[config.mk]
export PLATFORM = sky130hd
export DESIGN_NAME = ntm_interface_vector
export DESIGN_NICKNAME = d
export VERILOG_FILES = /design/src/common/ntm_data_pkg.sv /design/src/common/ntm_ctrl_pkg.sv /design/src/rtl/ntm_credit_fifo.sv /design/src/rtl/ntm_hidden_buffer.sv /design/src/rtl/ntm_mac.sv /design/src/rtl/ntm_result_port.sv /design/src/interface_vector/ntm_iv_controller.sv /design/src/interface_vector/ntm_interface_vector.sv
export VERILOG_INCLUDE_DIRS = /design/src /design/src/common
export SDC_FILE = /design/constraint.sdc
export NUM_CORES = 1
export LEC_CHECK = 0
export BUFFER_PORTS_ARGS = -buffer_cell sky130_fd_sc_hd__buf_2
export CORE_MARGIN = 2
export CORE_UTILIZATION = 51
export DETAILED_ROUTE_END_ITERATION = 10
export PLACE_DENSITY = 0.67
export REMOVE_ABC_BUFFERS = 1
export SETUP_SLACK_MARGIN = 0.02
export SLEW_MARGIN = 10
export SYNTH_ARGS = -nofsm -noshare
export SYNTH_HDL_FRONTEND = slang
export SYNTH_SLANG_ARGS = --single-unit
export TNS_END_PERCENT = 20
[constraint.sdc]
create_clock -name CLK -period 8 [get_ports CLK]
set_input_delay 1.2 -clock CLK [delete_from_list [all_inputs] [get_ports CLK]]
set_output_delay 1.2 -clock CLK [all_outputs]
set_load 0.005 [all_outputs]
[src/common/ntm_cfg.svh]
// Interface-vector unit configuration
// Widths, size limits and buffer depths

`ifndef NTM_CFG_SVH
`define NTM_CFG_SVH

// Data word width, arithmetic wraps at this width
`define NTM_DATA_W 16

// Largest hidden length and largest W or N
`define NTM_MAX_L 8
`define NTM_MAX_ROWS 8

// Size field and counter width
`define NTM_IDX_W 4

// Input FIFO depth, also the sender's initial credits
`define NTM_IN_DEPTH 4
`define NTM_OUT_DEPTH 4
// Downstream buffer size seen by the result port
`define NTM_OUT_CREDITS 2

`endif

[src/common/ntm_data_pkg.sv]
// Numeric types for the interface-vector unit
// Data words, size fields and the wrapped accumulator

`include "ntm_cfg.svh"

package ntm_data_pkg;

  // One stream word
  typedef logic [`NTM_DATA_W-1:0] word_t;

  // Size field or row/column index
  typedef logic [`NTM_IDX_W-1:0] size_t;

  // Dot product accumulator
  // Same width as a word, so sums wrap modulo 2^DATA_W
  typedef logic [`NTM_DATA_W-1:0] acc_t;

endpackage

[src/common/ntm_ctrl_pkg.sv]
// Control and tag types for the interface-vector unit
// Controller phases and the tagged result payload

package ntm_ctrl_pkg;

  // Controller phases, in stream order
  typedef enum logic [2:0] {
    IDLE,
    LOAD_H,
    KEY,
    SHIFT,
    BETA,
    GATE,
    GAMMA,
    DONE
  } phase_e;

  // Tag carried with each result word
  typedef enum logic [2:0] {
    TAG_K,
    TAG_S,
    TAG_BETA,
    TAG_G,
    TAG_GAMMA
  } tag_e;

  // Result FIFO payload, tag in the upper bits
  typedef struct packed {
    tag_e                tag;
    ntm_data_pkg::word_t data;
  } result_t;

endpackage

[src/rtl/ntm_credit_fifo.sv]
// Credit FIFO
// Circular buffer with occupancy count, payload type set per instance

`timescale 1ns/1ps

module ntm_credit_fifo #(
  parameter type payload_t = logic [15:0],
  parameter int  DEPTH     = 4
) (
  input  logic     CLK,
  input  logic     RST,
  input  logic     push,
  input  payload_t push_data,
  input  logic     pop,
  output payload_t pop_data,
  output logic     empty,
  output logic     full
);

  localparam int PW = (DEPTH > 1) ? $clog2(DEPTH) : 1;
  localparam int CW = $clog2(DEPTH + 1);

  payload_t          mem [DEPTH];
  logic [PW-1:0]     wr_ptr_q;
  logic [PW-1:0]     rd_ptr_q;
  logic [CW-1:0]     count_q;

  // Storage
  always_ff @(posedge CLK) begin
    if (push) begin
      mem[wr_ptr_q] <= push_data;
    end
  end

  // Pointers wrap at DEPTH, not only at a power of two
  always_ff @(posedge CLK or posedge RST) begin
    if (RST) begin
      wr_ptr_q <= '0;
      rd_ptr_q <= '0;
      count_q  <= '0;
    end else begin
      if (push) begin
        wr_ptr_q <= (wr_ptr_q == PW'(DEPTH - 1)) ? '0 : wr_ptr_q + 1'b1;
      end
      if (pop) begin
        rd_ptr_q <= (rd_ptr_q == PW'(DEPTH - 1)) ? '0 : rd_ptr_q + 1'b1;
      end
      case ({push, pop})
        2'b10:   count_q <= count_q + 1'b1;
        2'b01:   count_q <= count_q - 1'b1;
        default: ;
      endcase
    end
  end

  // Head shown without a read cycle
  assign pop_data = mem[rd_ptr_q];
  assign empty    = (count_q == '0);
  assign full     = (count_q == CW'(DEPTH));

  a_no_overflow: assert property (@(posedge CLK) disable iff (RST) push |-> !full);
  a_no_underflow: assert property (@(posedge CLK) disable iff (RST) pop |-> !empty);

endmodule

[src/rtl/ntm_hidden_buffer.sv]
// Hidden state buffer
// Captures h word by word, read back combinationally by column

`timescale 1ns/1ps

`include "ntm_cfg.svh"

module ntm_hidden_buffer (
  input  logic                CLK,
  input  logic                RST,
  input  logic                wr,
  input  ntm_data_pkg::size_t col,
  input  ntm_data_pkg::word_t wdata,
  output ntm_data_pkg::word_t rdata
);

  localparam int AW = $clog2(`NTM_MAX_L);

  ntm_data_pkg::word_t h_mem [`NTM_MAX_L];

  // One element per column of h
  always_ff @(posedge CLK) begin
    if (wr) begin
      h_mem[col[AW-1:0]] <= wdata;
    end
  end

  // Combinational read for the MAC B operand
  assign rdata = h_mem[col[AW-1:0]];

  // Column stays inside the buffer on a write
  a_col_range: assert property (@(posedge CLK) disable iff (RST)
    wr |-> (col < `NTM_MAX_L));

endmodule

[src/rtl/ntm_mac.sv]
// Multiply-accumulate unit
// One word pair per cycle, tagged dot product pushed after the last column

`timescale 1ns/1ps

module ntm_mac (
  input  logic                  CLK,
  input  logic                  RST,
  input  logic                  en,
  input  logic                  first,
  input  logic                  last,
  input  ntm_ctrl_pkg::tag_e    tag,
  input  ntm_data_pkg::word_t   a,
  input  ntm_data_pkg::word_t   b,
  output logic                  push,
  output ntm_ctrl_pkg::result_t result
);

  ntm_data_pkg::acc_t    prod;
  ntm_data_pkg::acc_t    sum;
  ntm_data_pkg::acc_t    acc_q;
  ntm_ctrl_pkg::result_t result_q;
  logic                  push_q;

  // Product and sum both truncated to the word width
  assign prod = a * b;
  assign sum  = first ? prod : acc_q + prod;

  always_ff @(posedge CLK) begin
    if (en) begin
      acc_q <= sum;
    end
    if (en && last) begin
      result_q.tag  <= tag;
      result_q.data <= sum;
    end
  end

  // Push strobe, one cycle after the last column
  always_ff @(posedge CLK or posedge RST) begin
    if (RST) begin
      push_q <= 1'b0;
    end else begin
      push_q <= en && last;
    end
  end

  assign push   = push_q;
  assign result = result_q;

endmodule

[src/rtl/ntm_result_port.sv]
// Result port
// Queues tagged results and sends them downstream against held credits

`timescale 1ns/1ps

`include "ntm_cfg.svh"

module ntm_result_port (
  input  logic                  CLK,
  input  logic                  RST,
  input  logic                  push,
  input  ntm_ctrl_pkg::result_t result,
  output logic                  full,
  output logic                  out_valid,
  output ntm_ctrl_pkg::tag_e    out_tag,
  output ntm_data_pkg::word_t   out_data,
  input  logic                  out_credit
);

  localparam int CRW = $clog2(`NTM_OUT_CREDITS + 1);

  ntm_ctrl_pkg::result_t head;
  ntm_ctrl_pkg::result_t beat_q;
  logic                  empty;
  logic                  send;
  logic                  out_valid_q;
  logic [CRW-1:0]        credits_q;

  ntm_credit_fifo #(
    .payload_t (ntm_ctrl_pkg::result_t),
    .DEPTH     (`NTM_OUT_DEPTH)
  ) i_res_fifo (
    .CLK       (CLK),
    .RST       (RST),
    .push      (push),
    .push_data (result),
    .pop       (send),
    .pop_data  (head),
    .empty     (empty),
    .full      (full)
  );

  // Head leaves only with a credit in hand
  assign send = !empty && (credits_q != '0);

  always_ff @(posedge CLK) begin
    if (send) begin
      beat_q <= head;
    end
  end

  ////////////////////////////////////////
  // Credit counter and beat strobe
  ////////////////////////////////////////

  always_ff @(posedge CLK or posedge RST) begin
    if (RST) begin
      credits_q   <= CRW'(`NTM_OUT_CREDITS);
      out_valid_q <= 1'b0;
    end else begin
      out_valid_q <= send;
      case ({send, out_credit})
        2'b10:   credits_q <= credits_q - 1'b1;
        2'b01:   credits_q <= credits_q + 1'b1;
        default: ;
      endcase
    end
  end

  assign out_valid = out_valid_q;
  assign out_tag   = beat_q.tag;
  assign out_data  = beat_q.data;

  // Downstream never returns more than it was given
  a_credit_bound: assert property (@(posedge CLK) disable iff (RST)
    credits_q <= CRW'(`NTM_OUT_CREDITS));

endmodule

[src/interface_vector/ntm_iv_controller.sv]
// Interface-vector controller
// Walks the job phases and sequences stream words into row dot products

`timescale 1ns/1ps

`include "ntm_cfg.svh"

module ntm_iv_controller (
  input  logic                CLK,
  input  logic                RST,
  input  logic                start,
  input  ntm_data_pkg::size_t size_n,
  input  ntm_data_pkg::size_t size_w,
  input  ntm_data_pkg::size_t size_l,
  output logic                ready,
  input  logic                word_valid,
  output logic                word_pop,
  output logic                h_wr,
  output ntm_data_pkg::size_t col,
  output logic                mac_en,
  output logic                mac_first,
  output logic                mac_last,
  output ntm_ctrl_pkg::tag_e  mac_tag,
  input  logic                res_full
);

  ntm_ctrl_pkg::phase_e phase_q;
  ntm_data_pkg::size_t  size_n_q;
  ntm_data_pkg::size_t  size_w_q;
  ntm_data_pkg::size_t  size_l_q;
  ntm_data_pkg::size_t  col_q;
  ntm_data_pkg::size_t  row_q;
  ntm_data_pkg::size_t  rows;
  logic                 col_last;
  logic                 row_last;
  logic                 busy;
  logic                 mac_phase;
  logic                 row_end_q;
  logic                 ready_q;

  ////////////////////////////////////////
  // Phase decode
  ////////////////////////////////////////

  // Rows per phase, scalars and h load are a single row
  always_comb begin
    rows    = ntm_data_pkg::size_t'(1);
    mac_tag = ntm_ctrl_pkg::TAG_K;
    case (phase_q)
      ntm_ctrl_pkg::KEY:   rows = size_w_q;
      ntm_ctrl_pkg::SHIFT: begin
        rows    = size_n_q;
        mac_tag = ntm_ctrl_pkg::TAG_S;
      end
      ntm_ctrl_pkg::BETA:  mac_tag = ntm_ctrl_pkg::TAG_BETA;
      ntm_ctrl_pkg::GATE:  mac_tag = ntm_ctrl_pkg::TAG_G;
      ntm_ctrl_pkg::GAMMA: mac_tag = ntm_ctrl_pkg::TAG_GAMMA;
      default: ;
    endcase
  end

  assign busy      = (phase_q != ntm_ctrl_pkg::IDLE) && (phase_q != ntm_ctrl_pkg::DONE);
  assign mac_phase = busy && (phase_q != ntm_ctrl_pkg::LOAD_H);
  assign col_last  = (col_q == size_l_q - 1'b1);
  assign row_last  = (row_q == rows - 1'b1);

  // Row end waits for result space
  // A push still in flight from the previous row end counts as taken
  assign word_pop  = word_valid && busy &&
                     !(mac_phase && col_last && (res_full || row_end_q));
  assign h_wr      = word_pop && (phase_q == ntm_ctrl_pkg::LOAD_H);
  assign mac_en    = word_pop && mac_phase;
  assign mac_first = (col_q == '0);
  assign mac_last  = col_last;
  assign col       = col_q;
  assign ready     = ready_q;

  ////////////////////////////////////////
  // Phase and counter state
  ////////////////////////////////////////

  always_ff @(posedge CLK or posedge RST) begin
    if (RST) begin
      phase_q   <= ntm_ctrl_pkg::IDLE;
      size_n_q  <= '0;
      size_w_q  <= '0;
      size_l_q  <= '0;
      col_q     <= '0;
      row_q     <= '0;
      row_end_q <= 1'b0;
      ready_q   <= 1'b0;
    end else begin
      ready_q   <= 1'b0;
      row_end_q <= mac_en && mac_last;
      case (phase_q)
        ntm_ctrl_pkg::IDLE: begin
          // Job sizes sampled on start
          if (start) begin
            size_n_q <= size_n;
            size_w_q <= size_w;
            size_l_q <= size_l;
            col_q    <= '0;
            row_q    <= '0;
            phase_q  <= ntm_ctrl_pkg::LOAD_H;
          end
        end
        ntm_ctrl_pkg::DONE: begin
          // GAMMA push landed last cycle
          ready_q <= 1'b1;
          phase_q <= ntm_ctrl_pkg::IDLE;
        end
        default: begin
          if (word_pop) begin
            if (col_last) begin
              col_q <= '0;
              if (row_last) begin
                row_q   <= '0;
                phase_q <= ntm_ctrl_pkg::phase_e'(phase_q + 3'd1);
              end else begin
                row_q <= row_q + 1'b1;
              end
            end else begin
              col_q <= col_q + 1'b1;
            end
          end
        end
      endcase
    end
  end

  // Accepted job sizes fit the buffers
  a_sizes_legal: assert property (@(posedge CLK) disable iff (RST)
    (start && phase_q == ntm_ctrl_pkg::IDLE) |->
      (size_l != '0 && size_l <= `NTM_MAX_L &&
       size_w != '0 && size_w <= `NTM_MAX_ROWS &&
       size_n != '0 && size_n <= `NTM_MAX_ROWS));

endmodule

[src/interface_vector/ntm_interface_vector.sv]
// NTM interface-vector unit
// Turns hidden state h into key, shift and scalar read-head parameters

`timescale 1ns/1ps

`include "ntm_cfg.svh"

module ntm_interface_vector (
  input  logic                 CLK,
  input  logic                 RST,
  input  logic                 start,
  input  ntm_data_pkg::size_t  size_n,
  input  ntm_data_pkg::size_t  size_w,
  input  ntm_data_pkg::size_t  size_l,
  output logic                 ready,
  input  logic                 in_valid,
  input  ntm_data_pkg::word_t  in_data,
  output logic                 in_credit,
  output logic                 out_valid,
  output ntm_ctrl_pkg::tag_e   out_tag,
  output ntm_data_pkg::word_t  out_data,
  input  logic                 out_credit
);

  ////////////////////////////////////////
  // Internal wires
  ////////////////////////////////////////

  logic                    in_empty;
  logic                    word_pop;
  ntm_data_pkg::word_t     word;
  logic                    h_wr;
  ntm_data_pkg::size_t     col;
  ntm_data_pkg::word_t     h_rdata;
  logic                    mac_en;
  logic                    mac_first;
  logic                    mac_last;
  ntm_ctrl_pkg::tag_e      mac_tag;
  logic                    res_push;
  ntm_ctrl_pkg::result_t   res_data;
  logic                    res_full;

  // One credit back to the sender per word consumed
  assign in_credit = word_pop;

  ////////////////////////////////////////
  // Datapath instances
  ////////////////////////////////////////

  // Input word buffer, sized to the sender's credits
  ntm_credit_fifo #(
    .payload_t (ntm_data_pkg::word_t),
    .DEPTH     (`NTM_IN_DEPTH)
  ) i_in_fifo (
    .CLK       (CLK),
    .RST       (RST),
    .push      (in_valid),
    .push_data (in_data),
    .pop       (word_pop),
    .pop_data  (word),
    .empty     (in_empty),
    .full      ()
  );

  ntm_iv_controller i_controller (
    .CLK        (CLK),
    .RST        (RST),
    .start      (start),
    .size_n     (size_n),
    .size_w     (size_w),
    .size_l     (size_l),
    .ready      (ready),
    .word_valid (!in_empty),
    .word_pop   (word_pop),
    .h_wr       (h_wr),
    .col        (col),
    .mac_en     (mac_en),
    .mac_first  (mac_first),
    .mac_last   (mac_last),
    .mac_tag    (mac_tag),
    .res_full   (res_full)
  );

  ntm_hidden_buffer i_hidden_buffer (
    .CLK   (CLK),
    .RST   (RST),
    .wr    (h_wr),
    .col   (col),
    .wdata (word),
    .rdata (h_rdata)
  );

  // Weight word times h element
  ntm_mac i_mac (
    .CLK    (CLK),
    .RST    (RST),
    .en     (mac_en),
    .first  (mac_first),
    .last   (mac_last),
    .tag    (mac_tag),
    .a      (word),
    .b      (h_rdata),
    .push   (res_push),
    .result (res_data)
  );

  ntm_result_port i_result_port (
    .CLK        (CLK),
    .RST        (RST),
    .push       (res_push),
    .result     (res_data),
    .full       (res_full),
    .out_valid  (out_valid),
    .out_tag    (out_tag),
    .out_data   (out_data),
    .out_credit (out_credit)
  );

endmodule

# Word-level counts from Yosys, hierarchy flattened
# Memory sizes are Yosys's and may differ from the RTL's. A register that Yosys moved wholly into a read port is not among the register bits.
# Index checks and enable logic that the tools add are counted.
[word_totals] input_bits=33 output_inout_bits=22 memories=3 regBits=77 ramBits=268
[op_classes] n_mux=30 n_reduce_logical=32 add_sub_neg=16 n_bitwise=1 mul=1 eq_ne=23
[mem_list] name="i_hidden_buffer.h_mem" depth=8 word_bits=16 rd=1 rd_clocked_by_memory_dff=0 write_ports=1 line="ntm_hidden_buffer.sv:19" rtl="ntm_data_pkg::word_t h_mem [`NTM_MAX_L];"
[mem_list] name="i_result_port.i_res_fifo.mem" depth=4 word_bits=19 rd=1 rd_clocked_by_memory_dff=1 write_ports=1 line="ntm_credit_fifo.sv:23" rtl="payload_t mem [DEPTH];"
[mem_list] name="i_in_fifo.mem" depth=4 word_bits=16 rd=1 rd_clocked_by_memory_dff=0 write_ports=1 line="ntm_credit_fifo.sv:23"
[op_table] cell="4-bit two-way mux" count=6
[op_table] cell="4-bit case mux with 2 select lines" count=3
[op_table] cell="3-bit case mux with 2 select lines" count=3
[op_table] cell="16-bit adder" count=1
[op_table] cell="16-bit by 16-bit multiplier with 16-bit output" count=1
[op_table] cell="16-bit two-way mux" count=1
[op_table] cell="3-bit equality test (second input constant)" count=5
[op_table] cell="2-bit equality test (second input constant)" count=7
[op_table] cell="3-bit two-way mux" count=4
[op_table] cell="3-bit case mux with 4 select lines" count=1
[op_table] cell="2-bit nonzero test" count=6
[op_table] cell="3-bit nonzero test" count=4
[op_table] cell="2-bit by 1-bit adder with 2-bit output (second input constant)" count=5
[op_table] cell="1-bit logical AND" count=10
[op_table] cell="3-bit by 1-bit adder with 3-bit output (second input constant)" count=3
[op_table] cell="3-bit zero test" count=3
[op_table] cell="4-bit by 1-bit adder with 4-bit output (second input constant)" count=2
[op_table] cell="4-bit equality test" count=2
[op_table] cell="2-bit two-way mux" count=4
[op_table] cell="4-bit AND reduction" count=2
[op_table] cell="4-bit by 1-bit subtractor with 4-bit output (second input constant)" count=2
[op_table] cell="1-bit two-way mux" count=7
[op_table] cell="2-bit by 1-bit equality test with 1-bit output (second input constant)" count=3
[op_table] cell="3-bit by 2-bit equality test with 1-bit output (second input constant)" count=2
[op_table] cell="13 further kinds" count=16

# Longest topological paths before layout
# Gate-level depths: netlist of the first run.
[depth] word_depth=10 depth_mapped=38 ltp_nobuf=32

# By module
# A second synthesis of the first run with hierarchy kept.
[unflattened] cells_unflattened=1306 hier_area_um2=19200.9
[modules_own_cells] module="ntm_mac" cells_per_inst=631 area_each_um2=5949.5 seq_area_each_um2=1076.0 n_inst=1
[modules_own_cells] module="ntm_hidden_buffer" cells_per_inst=222 area_each_um2=4972.3 seq_area_each_um2=3843.7 n_inst=1
[modules_own_cells] module="ntm_credit_fifo at i_result_port.i_res_fifo" cells_per_inst=138 area_each_um2=3163.0 seq_area_each_um2=2457.4 n_inst=1
[modules_own_cells] module="ntm_credit_fifo at i_in_fifo" cells_per_inst=123 area_each_um2=2770.2 seq_area_each_um2=2097.0 n_inst=1
[modules_own_cells] module="ntm_iv_controller" cells_per_inst=160 area_each_um2=1635.3 seq_area_each_um2=625.6 n_inst=1
[modules_own_cells] module="ntm_result_port" cells_per_inst=31 area_each_um2=706.9 seq_area_each_um2=646.9 n_inst=1
[modules_own_cells] module="ntm_interface_vector" cells_per_inst=1 area_each_um2=3.8 seq_area_each_um2=0.0 n_inst=1

# Worst setup path before layout of the first run
# No wires, ideal clock.
[synth_path] path_type="flip-flop to flip-flop" start="reg i_controller.col_q[1] (netlist: i_controller.col[1])" end="reg i_mac.acc_q[15] (data pin)" path_slack_ns=0.755 arrival_time_ns=6.982 required_time_ns=7.737 setup_ns=0.263 stages_incl_launch_ff=35 path_cell_list="dfrtp_1 -> buf_6 -> buf_6 -> buf_6 -> buf_6 -> buf_6 -> a221oi_1 -> o22a_1 -> clkbuf_1 -> nor2_1 -> fa_1 -> inv_1 -> fa_1 -> inv_1 -> fa_1 -> fa_1 -> fa_1 -> inv_1 -> fa_1 -> inv_1 -> ha_1 -> nand3_1 -> nand2_1 -> a41oi_1 -> nand2b_1 -> xor2_1 -> ha_1 -> nand2_1 -> nor2_1 -> a21oi_1 -> o311ai_0 -> a21oi_1 -> xor2_1 -> nor2_1 -> xnor2_1"
[synth_via] elab_chain_cells=4
[synth_rtl] item="from (decl)" line="ntm_iv_controller.sv:31" rtl="ntm_data_pkg::size_t col_q;"
[synth_rtl] item="from (signal assigned)" line="ntm_iv_controller.sv:123" rtl="col_q <= col_q + 1'b1;"
[synth_rtl] item="memory read 8 x 16 bit"
[synth_rtl] item="16-bit by 16-bit multiplier with 16-bit output" line="ntm_mac.sv:26" rtl="assign prod = a * b;"
[synth_rtl] item="16-bit adder" line="ntm_mac.sv:27" rtl="assign sum = first ? prod : acc_q + prod;"
[synth_rtl] item="16-bit two-way mux *" line="ntm_mac.sv:27"
[synth_rtl] item="via i_mac.sum[15]" line="ntm_mac.sv:20" rtl="ntm_data_pkg::acc_t sum;"
[synth_rtl] item="to (signal assigned)" line="ntm_mac.sv:31" rtl="acc_q <= sum;"
[synth_rtl] item="to (decl)" line="ntm_mac.sv:21" rtl="ntm_data_pkg::acc_t acc_q;"
# Mark *: on every way through the listed nets, which the timed path passes. The rest lies on a longest branch.
# A chain may end at the register's enable or synchronous reset.

# Worst setup path after layout of the first run
[layout_path] start="reg i_controller.col_q[2] (netlist: i_controller.col[2])" end="reg i_mac.result_q, in the netlist i_mac.result[15] (data pin)"
[layout_via] elab_chain_cells=4
[layout_rtl] item="memory read 8 x 16 bit"
[layout_rtl] item="16-bit by 16-bit multiplier with 16-bit output" line="ntm_mac.sv:26"
[layout_rtl] item="16-bit adder" line="ntm_mac.sv:27"
[layout_rtl] item="16-bit two-way mux *" line="ntm_mac.sv:27"
[layout_rtl] item="via i_mac.sum[15]" line="ntm_mac.sv:20"
[layout_rtl] item="to (decl)" line="ntm_mac.sv:22" rtl="ntm_ctrl_pkg::result_t result_q;"
# Marks and branches as above.

==> flow_summary.toml, run 1 <==
[timing]
rsz0062_at_grt = "no"
timing.fmax_mhz = 130
tightestPinTransition_ns = 1.06
skew_ns = 0.0262
fin_tns_setup_ns = 0
drv_slew = 0
fin_crit_sh = 0.961
slew_headroom = 0.289
min_period_ns = 7.69
setup_violations = 0
finalHoldViolCount = 0

[layout]
n_fill_cell = 2751
final_cells = 1965
final_nets = 1672
antenna_cells = 0
final_common_cell = "edfxtp_1"
final_cell_mix = "edfxtp_1, inv_1, nand2_1"
drive_above_1_share = 0.188
area_delta_synth_final_pct = 13.6

[place]
place_hpwl_um = 26500
place_inst = 1881
routabilityCongestion = 0.883
numPortBuffers = 54

[detailed_routing]
routed_wl_um = 37900
drc = 0
drtIter0Drc = 652
drt-wirelength-per-cell_um = 19.3
vias = 10800
drt_pre_antenna_iters = 5
postRouteAntennaNets = 0
routed_via_density = 5.51

[logic_synthesis]
synth_fa_ha_area_frac = 0.147
synth-simple-area-share = 0.0730
yosysWarnings = 0
synth_top_family_by_area = "adder cells"
synth_compound_area_frac = 0.0555
synth_ff_type = "edfxtp_1"
synth.largest_area_cell = "edfxtp_1"
syn_area_um2 = 18900
synth-edff-count = 322
avgSynthCellArea_um2 = 14.0
netlist_instances = 1346
seq_area_frac_synth = 0.567
synth-xor-area-share = 0.0355
synth_seq_cells = 364
yosysUniqueCellTypes = 71
async_flop_share = 0.115
synth_area_leaders = "edfxtp_1, fa_1, ha_1"
synthMuxAreaShare = 0.0780
synthDominantCellAreaShare = 0.512

[global_route]
overflow = 0
grt_pass1_wl_um = 62000
grt_max_degree = 43
use_met3 = 0.0327
antenna_found_initial = 0
grt.total_usage = 0.208
met2_usage = 0.341
busiest_layer = "met2"
use_met1 = 0.284
grt_pass1_vias = 11400

[floorplan]
io_pins = 55
num_rows = 70
chipWidth_um = 197
coreArea_um2 = 36500
fp.dieH_um = 197
die_area_um2 = 38600
initial_utilization = 0.518

[run]
timing.max_cap.violations = 0

[hold_path]
whs_path_depth = 1
min_path_type = "flop to flop"

[clocking]
cts.htree.levels = 2
clock-sinks = 364
clock_latency_ns = 0.56
cts_made_buffers = 39
path_clk_slew_ns = 0.06
cts-root-buf = "clkbuf_16"
clockBufferDepth = 3
cts_tree = "done"
cts.hold.buffers_added = 0

[critical_path]
r2r_cells = 25
crit_fanout = 13
cp_common_cell = "fa_1"
cp_data_arrival_time_ns = 7.98
start_kind = "flop"
cpMaxStageDelayCell = "dfrtp_4"
required_ns = 8.29
worstSetupEndpointType = "flop"
criticalPathCategory = "flop to flop"
slowest_delay_ns = 0.57

[status]
status = "finished, final reports clean"
-- through the flow --
stage	utilization	instance area (um2)	setup WS [ns]	hold slack [ns]
2_1_floorplan	-	18600	-0.322	0.443
3_3_place_gp	0.546	19900	0.274	0.463
3_5_place_dp	0.546	19900	0.270	0.465
4_1_cts	0.583	21300	0.217	0.474
5_1_grt	0.588	21500	0.0296	0.504
6_report	0.588	21500	0.310	0.467
-- layout make-up --
| type | count | area (um2) | share of cell area |
|---|---|---|---|
| clock buffer | 52 | 1070 | 0.0497 |
| clock inverter | 19 | 295 | 0.0138 |
| inverter | 153 | 578 | 0.0269 |
| multi-input combinational | 789 | 7430 | 0.346 |
| sequential | 364 | 10700 | 0.500 |
| tap | 468 | 586 | 0.0273 |
| timing repair buffer | 120 | 782 | 0.0364 |
-- synth_stat cells, types with 3 or more instances --
cell type and instances:
a21oi_1 30, nand3_1 12, o21ai_0 31, inv_1 152, mux2_2 37, o21a_1 3, mux2_4 4, a22oi_1 12
nor2b_1 27, a31oi_1 3, mux2i_1 22, buf_6 12, buf_2 10, clkbuf_1 13, nor3_1 14, a221oi_1 12
edfxtp_1 322, o22ai_1 3, mux2_1 7, a22o_1 5, mux4_2 31, fa_1 83, nand2_1 103, xnor3_1 3
o21ai_1 6, dfrtp_1 41, or3_1 5, a21o_1 8, ha_1 89, and2_1 29, xor2_1 22, nand2b_1 8
and2b_1 3, o21bai_1 6, buf_1 4, xnor2_1 45, nor2_1 83
-- final timing paths --
| kind | from | end | slack (ns) |
|---|---|---|---|
| worst max-delay path | i_controller.col[2]$_DFFE_PP0P_ | i_mac.result[15]$_DFFE_PP_ | 0.31 |
| worst min-delay path | i_in_fifo.count_q[2]$_DFFE_PP0P_ | i_in_fifo.count_q[2]$_DFFE_PP0P_ | 0.47 |
| worst max register to register | i_controller.col[2]$_DFFE_PP0P_ | i_mac.result[15]$_DFFE_PP_ | 0.31 |
| worst min register to register | i_in_fifo.count_q[2]$_DFFE_PP0P_ | i_in_fifo.count_q[2]$_DFFE_PP0P_ | 0.47 |
| max in group asynchronous | RST | i_controller.col[2]$_DFFE_PP0P_ | 6.46 |
| min in group asynchronous | RST | i_controller.size_w_q[2]$_DFFE_PP0P_ | 0.87 |
-- metal layers --
layer	part of all wire	up-vias
met5	0	-
met4	0.030	0
met3	0.053	81
met2	0.48	312
met1	0.44	5422
li1	-	5004
-- worst max-delay path: cells and delay by family (launching register included) --
family	cells	cell delay (ns)
buf+inv	5	0.56
simple gates	1	0.18
compound gates	2	0.49
fa+ha+maj	6	2.95
flops	1	0.57
mux	1	0.35
xor+xnor	10	2.29
-- logic make-up after synthesis --
family                     after synthesis
adders and majority gates              172
buffers and inverters                  193
AOI/OAI and AO/OA                      149
and+or+nand+nor                        296
muxes                                  101
DFF                                    364
xor gates and xnor gates                71
-- timing repair --
action	4_1_cts	5_1_grt
buffers inserted	0	13
endpoints found under the setup margin	0	4
resized for setup	0	14
-- state kept, by name, indices dropped and copies added, names as in the netlist, 16 cells and up --
register                      count
i_hidden_buffer.h_mem           128
i_result_port.i_res_fifo.mem     76
i_in_fifo.mem                    64
i_mac.result                     19
i_mac.acc_q                      16
i_result_port.out_data           16
Power of run 1 is left out: the tool's default activity adds up to more than one toggle a clock period on the data nets, which glitch-free logic cannot reach.
==> run 2: changes to the inputs <==
--- a/config.mk
+++ b/config.mk
@@ -10,6 +10,7 @@
 export CORE_MARGIN = 2
 export CORE_UTILIZATION = 51
 export DETAILED_ROUTE_END_ITERATION = 10
+export GPL_TIMING_DRIVEN = 0
 export PLACE_DENSITY = 0.67
 export REMOVE_ABC_BUFFERS = 1
 export SETUP_SLACK_MARGIN = 0.02
==> constraint.sdc (replaced) <==
create_clock -name CLK -period 7.78 [get_ports CLK]
set_input_delay 1.167 -clock CLK [delete_from_list [all_inputs] [get_ports CLK]]
set_output_delay 1.167 -clock CLK [all_outputs]
set_load 0.005 [all_outputs]
==> run 2 against run 1 <==
Compared with the run above:
- first-iteration DRC count decreased by 4.0%
- cell area increased by 1.3%
- highest routed layer unchanged
- critical endpoint unchanged
- sequential share of layout area decreased by 0.60 points
- via count decreased by 0.99%
==> flow_summary.toml, run 2 (synthesized netlist as in run 1, its figures left out) <==
[timing]
slew_headroom = 0.349
min_period_ns = 7.56
drv_slew = 0
setup_violations = 0
tightestPinTransition_ns = 0.952
timing.fmax_mhz = 132
fin_crit_sh = 0.972
skew_ns = 0.0169
rsz0062_at_grt = "no"
finalHoldViolCount = 0

[place]
numPortBuffers = 54
place_hpwl_um = 24900
routabilityCongestion = 0.818
place_inst = 1847

[global_route]
grt.total_usage = 0.204
busiest_layer = "met2"
met2_usage = 0.350
use_met1 = 0.270
antenna_found_initial = 0
grt_max_degree = 37
overflow = 0
grt_pass1_vias = 11200
use_met3 = 0.0305
grt_pass1_wl_um = 60600

[critical_path]
start_kind = "flop"
cp_data_arrival_time_ns = 7.84
crit_fanout = 18
r2r_slack_ns = 0.22
path_cells = "buf_16 -> and2_1 -> a22o_1 -> a22o_4 -> and2_1 -> fa_1 -> inv_1 -> fa_1 -> inv_1 -> fa_1 -> fa_1 -> inv_1 -> fa_1 -> fa_1 -> xor2_1 -> xnor2_1 -> xnor2_1 -> xnor2_2 -> xnor2_1 -> xnor3_1 -> xnor3_1 -> xnor3_2 -> xnor2_2 -> xnor2_1"
cp_common_cell = "fa_1"
criticalPathCategory = "flop to flop"
slowest_delay_ns = 0.55
crit_family = "adder cells"
cpMaxStageDelayCell = "fa_1"
path_buf_inv = 4
required_ns = 8.06
worstSetupEndpointType = "flop"

[clocking]
clockBufferDepth = 3
clock-sinks = 364
path_clk_slew_ns = 0.06
cts_made_buffers = 39
clock_latency_ns = 0.55
cts.htree.levels = 2
cts-root-buf = "clkbuf_16"
cts.hold.buffers_added = 0
cts_tree = "done"

[detailed_routing]
drt_pre_antenna_iters = 5
routed_wl_um = 37400
vias = 10700
drtIter0Drc = 626
postRouteAntennaNets = 0
drc = 0
routed_via_density = 5.49
drt-wirelength-per-cell_um = 19.2

[floorplan]
io_pins = 55
die_area_um2 = 38600
num_rows = 70
fp.dieH_um = 197
chipWidth_um = 197
coreArea_um2 = 36500
initial_utilization = 0.518

[layout]
final_cells = 1952
drive_above_1_share = 0.203
largest_reg_flops = 128
final_common_cell = "edfxtp_1"
area_delta_synth_final_pct = 15.0
final_cell_mix = "edfxtp_1, inv_1, nand2_1"
final_nets = 1659
antenna_cells = 0

[status]
status = "finished, final reports clean"

[hold_path]
min_path_type = "flop to flop"

[run]
timing.max_cap.violations = 0
-- run 2: changes by cell type in the layout (fill, tap and decap cells not counted), sizes merged --
cell / previous run / this run
clkinv: 9 / 13
bufinv: 7 / 3
clkinvlp: 2 / 7
clkbuf: 52 / 53
bufbuf: 0 / 1
inv: 154 / 149
buf: 120 / 105
-- run 2: routing by layer --
| layer | part of all wire | wire (um) |
|---|---|---|
| met4 | 0.016 | 587 |
| met1 | 0.44 | 16300 |
| met3 | 0.051 | 1910 |
| met2 | 0.50 | 18600 |
| met5 | 0 | 0 |
-- run 2: cell type report --
type | count | area, um2
Clock buffer | 52 | 1060
Clock inverter | 19 | 188
Fill cell | 2790 | 14800
Inverter | 153 | 598
Multi-Input combinational cell | 789 | 7640
Sequential cell | 364 | 10700
Tap cell | 468 | 586
Timing Repair Buffer | 107 | 936
-- run 2: path summary, 6_finish.rpt --
kind,cells after the start,to,startpoint
worst min register to register,1,i_in_fifo.count_q[2]$_DFFE_PP0P_,i_in_fifo.count_q[2]$_DFFE_PP0P_
worst max-delay path,24,i_mac.result[15]$_DFFE_PP_,i_controller.col[1]$_DFFE_PP0P_
worst max register to register,24,i_mac.result[15]$_DFFE_PP_,i_controller.col[1]$_DFFE_PP0P_
worst min-delay path,1,i_in_fifo.count_q[2]$_DFFE_PP0P_,i_in_fifo.count_q[2]$_DFFE_PP0P_
max in group asynchronous,3,i_result_port.credits_q[1]$_DFFE_PP1P_,RST
min in group asynchronous,2,i_in_fifo.rd_ptr_q[1]$_DFFE_PP0P_,RST
-- run 2: what timing repair did --
item | in CTS | in global routing
cloned | 1 | 1
setup buffers | 17 | 15
resized for setup | 39 | 23
pin swaps | 2 | 14
setup endpoints to repair | 14 | 6
-- run 2: stage by stage --
step / hold WS [ns] / setup WS (ns) / utilization / setup TNS [ns] / area (um2)
6_report: 0.483 / 0.221 / 0.595 / 0 / 21700
5_1_grt: 0.487 / 0.0292 / 0.595 / 0 / 21700
4_1_cts: 0.479 / 0.0335 / 0.587 / 0 / 21400
3_5_place_dp: 0.471 / -1.50 / 0.543 / -12.05 / 19800
3_3_place_gp: 0.458 / -2.67 / 0.534 / -32.03 / 19500
2_1_floorplan: 0.443 / -0.542 / - / -1.66 / 18600
Power of run 2 is left out for the same reason.
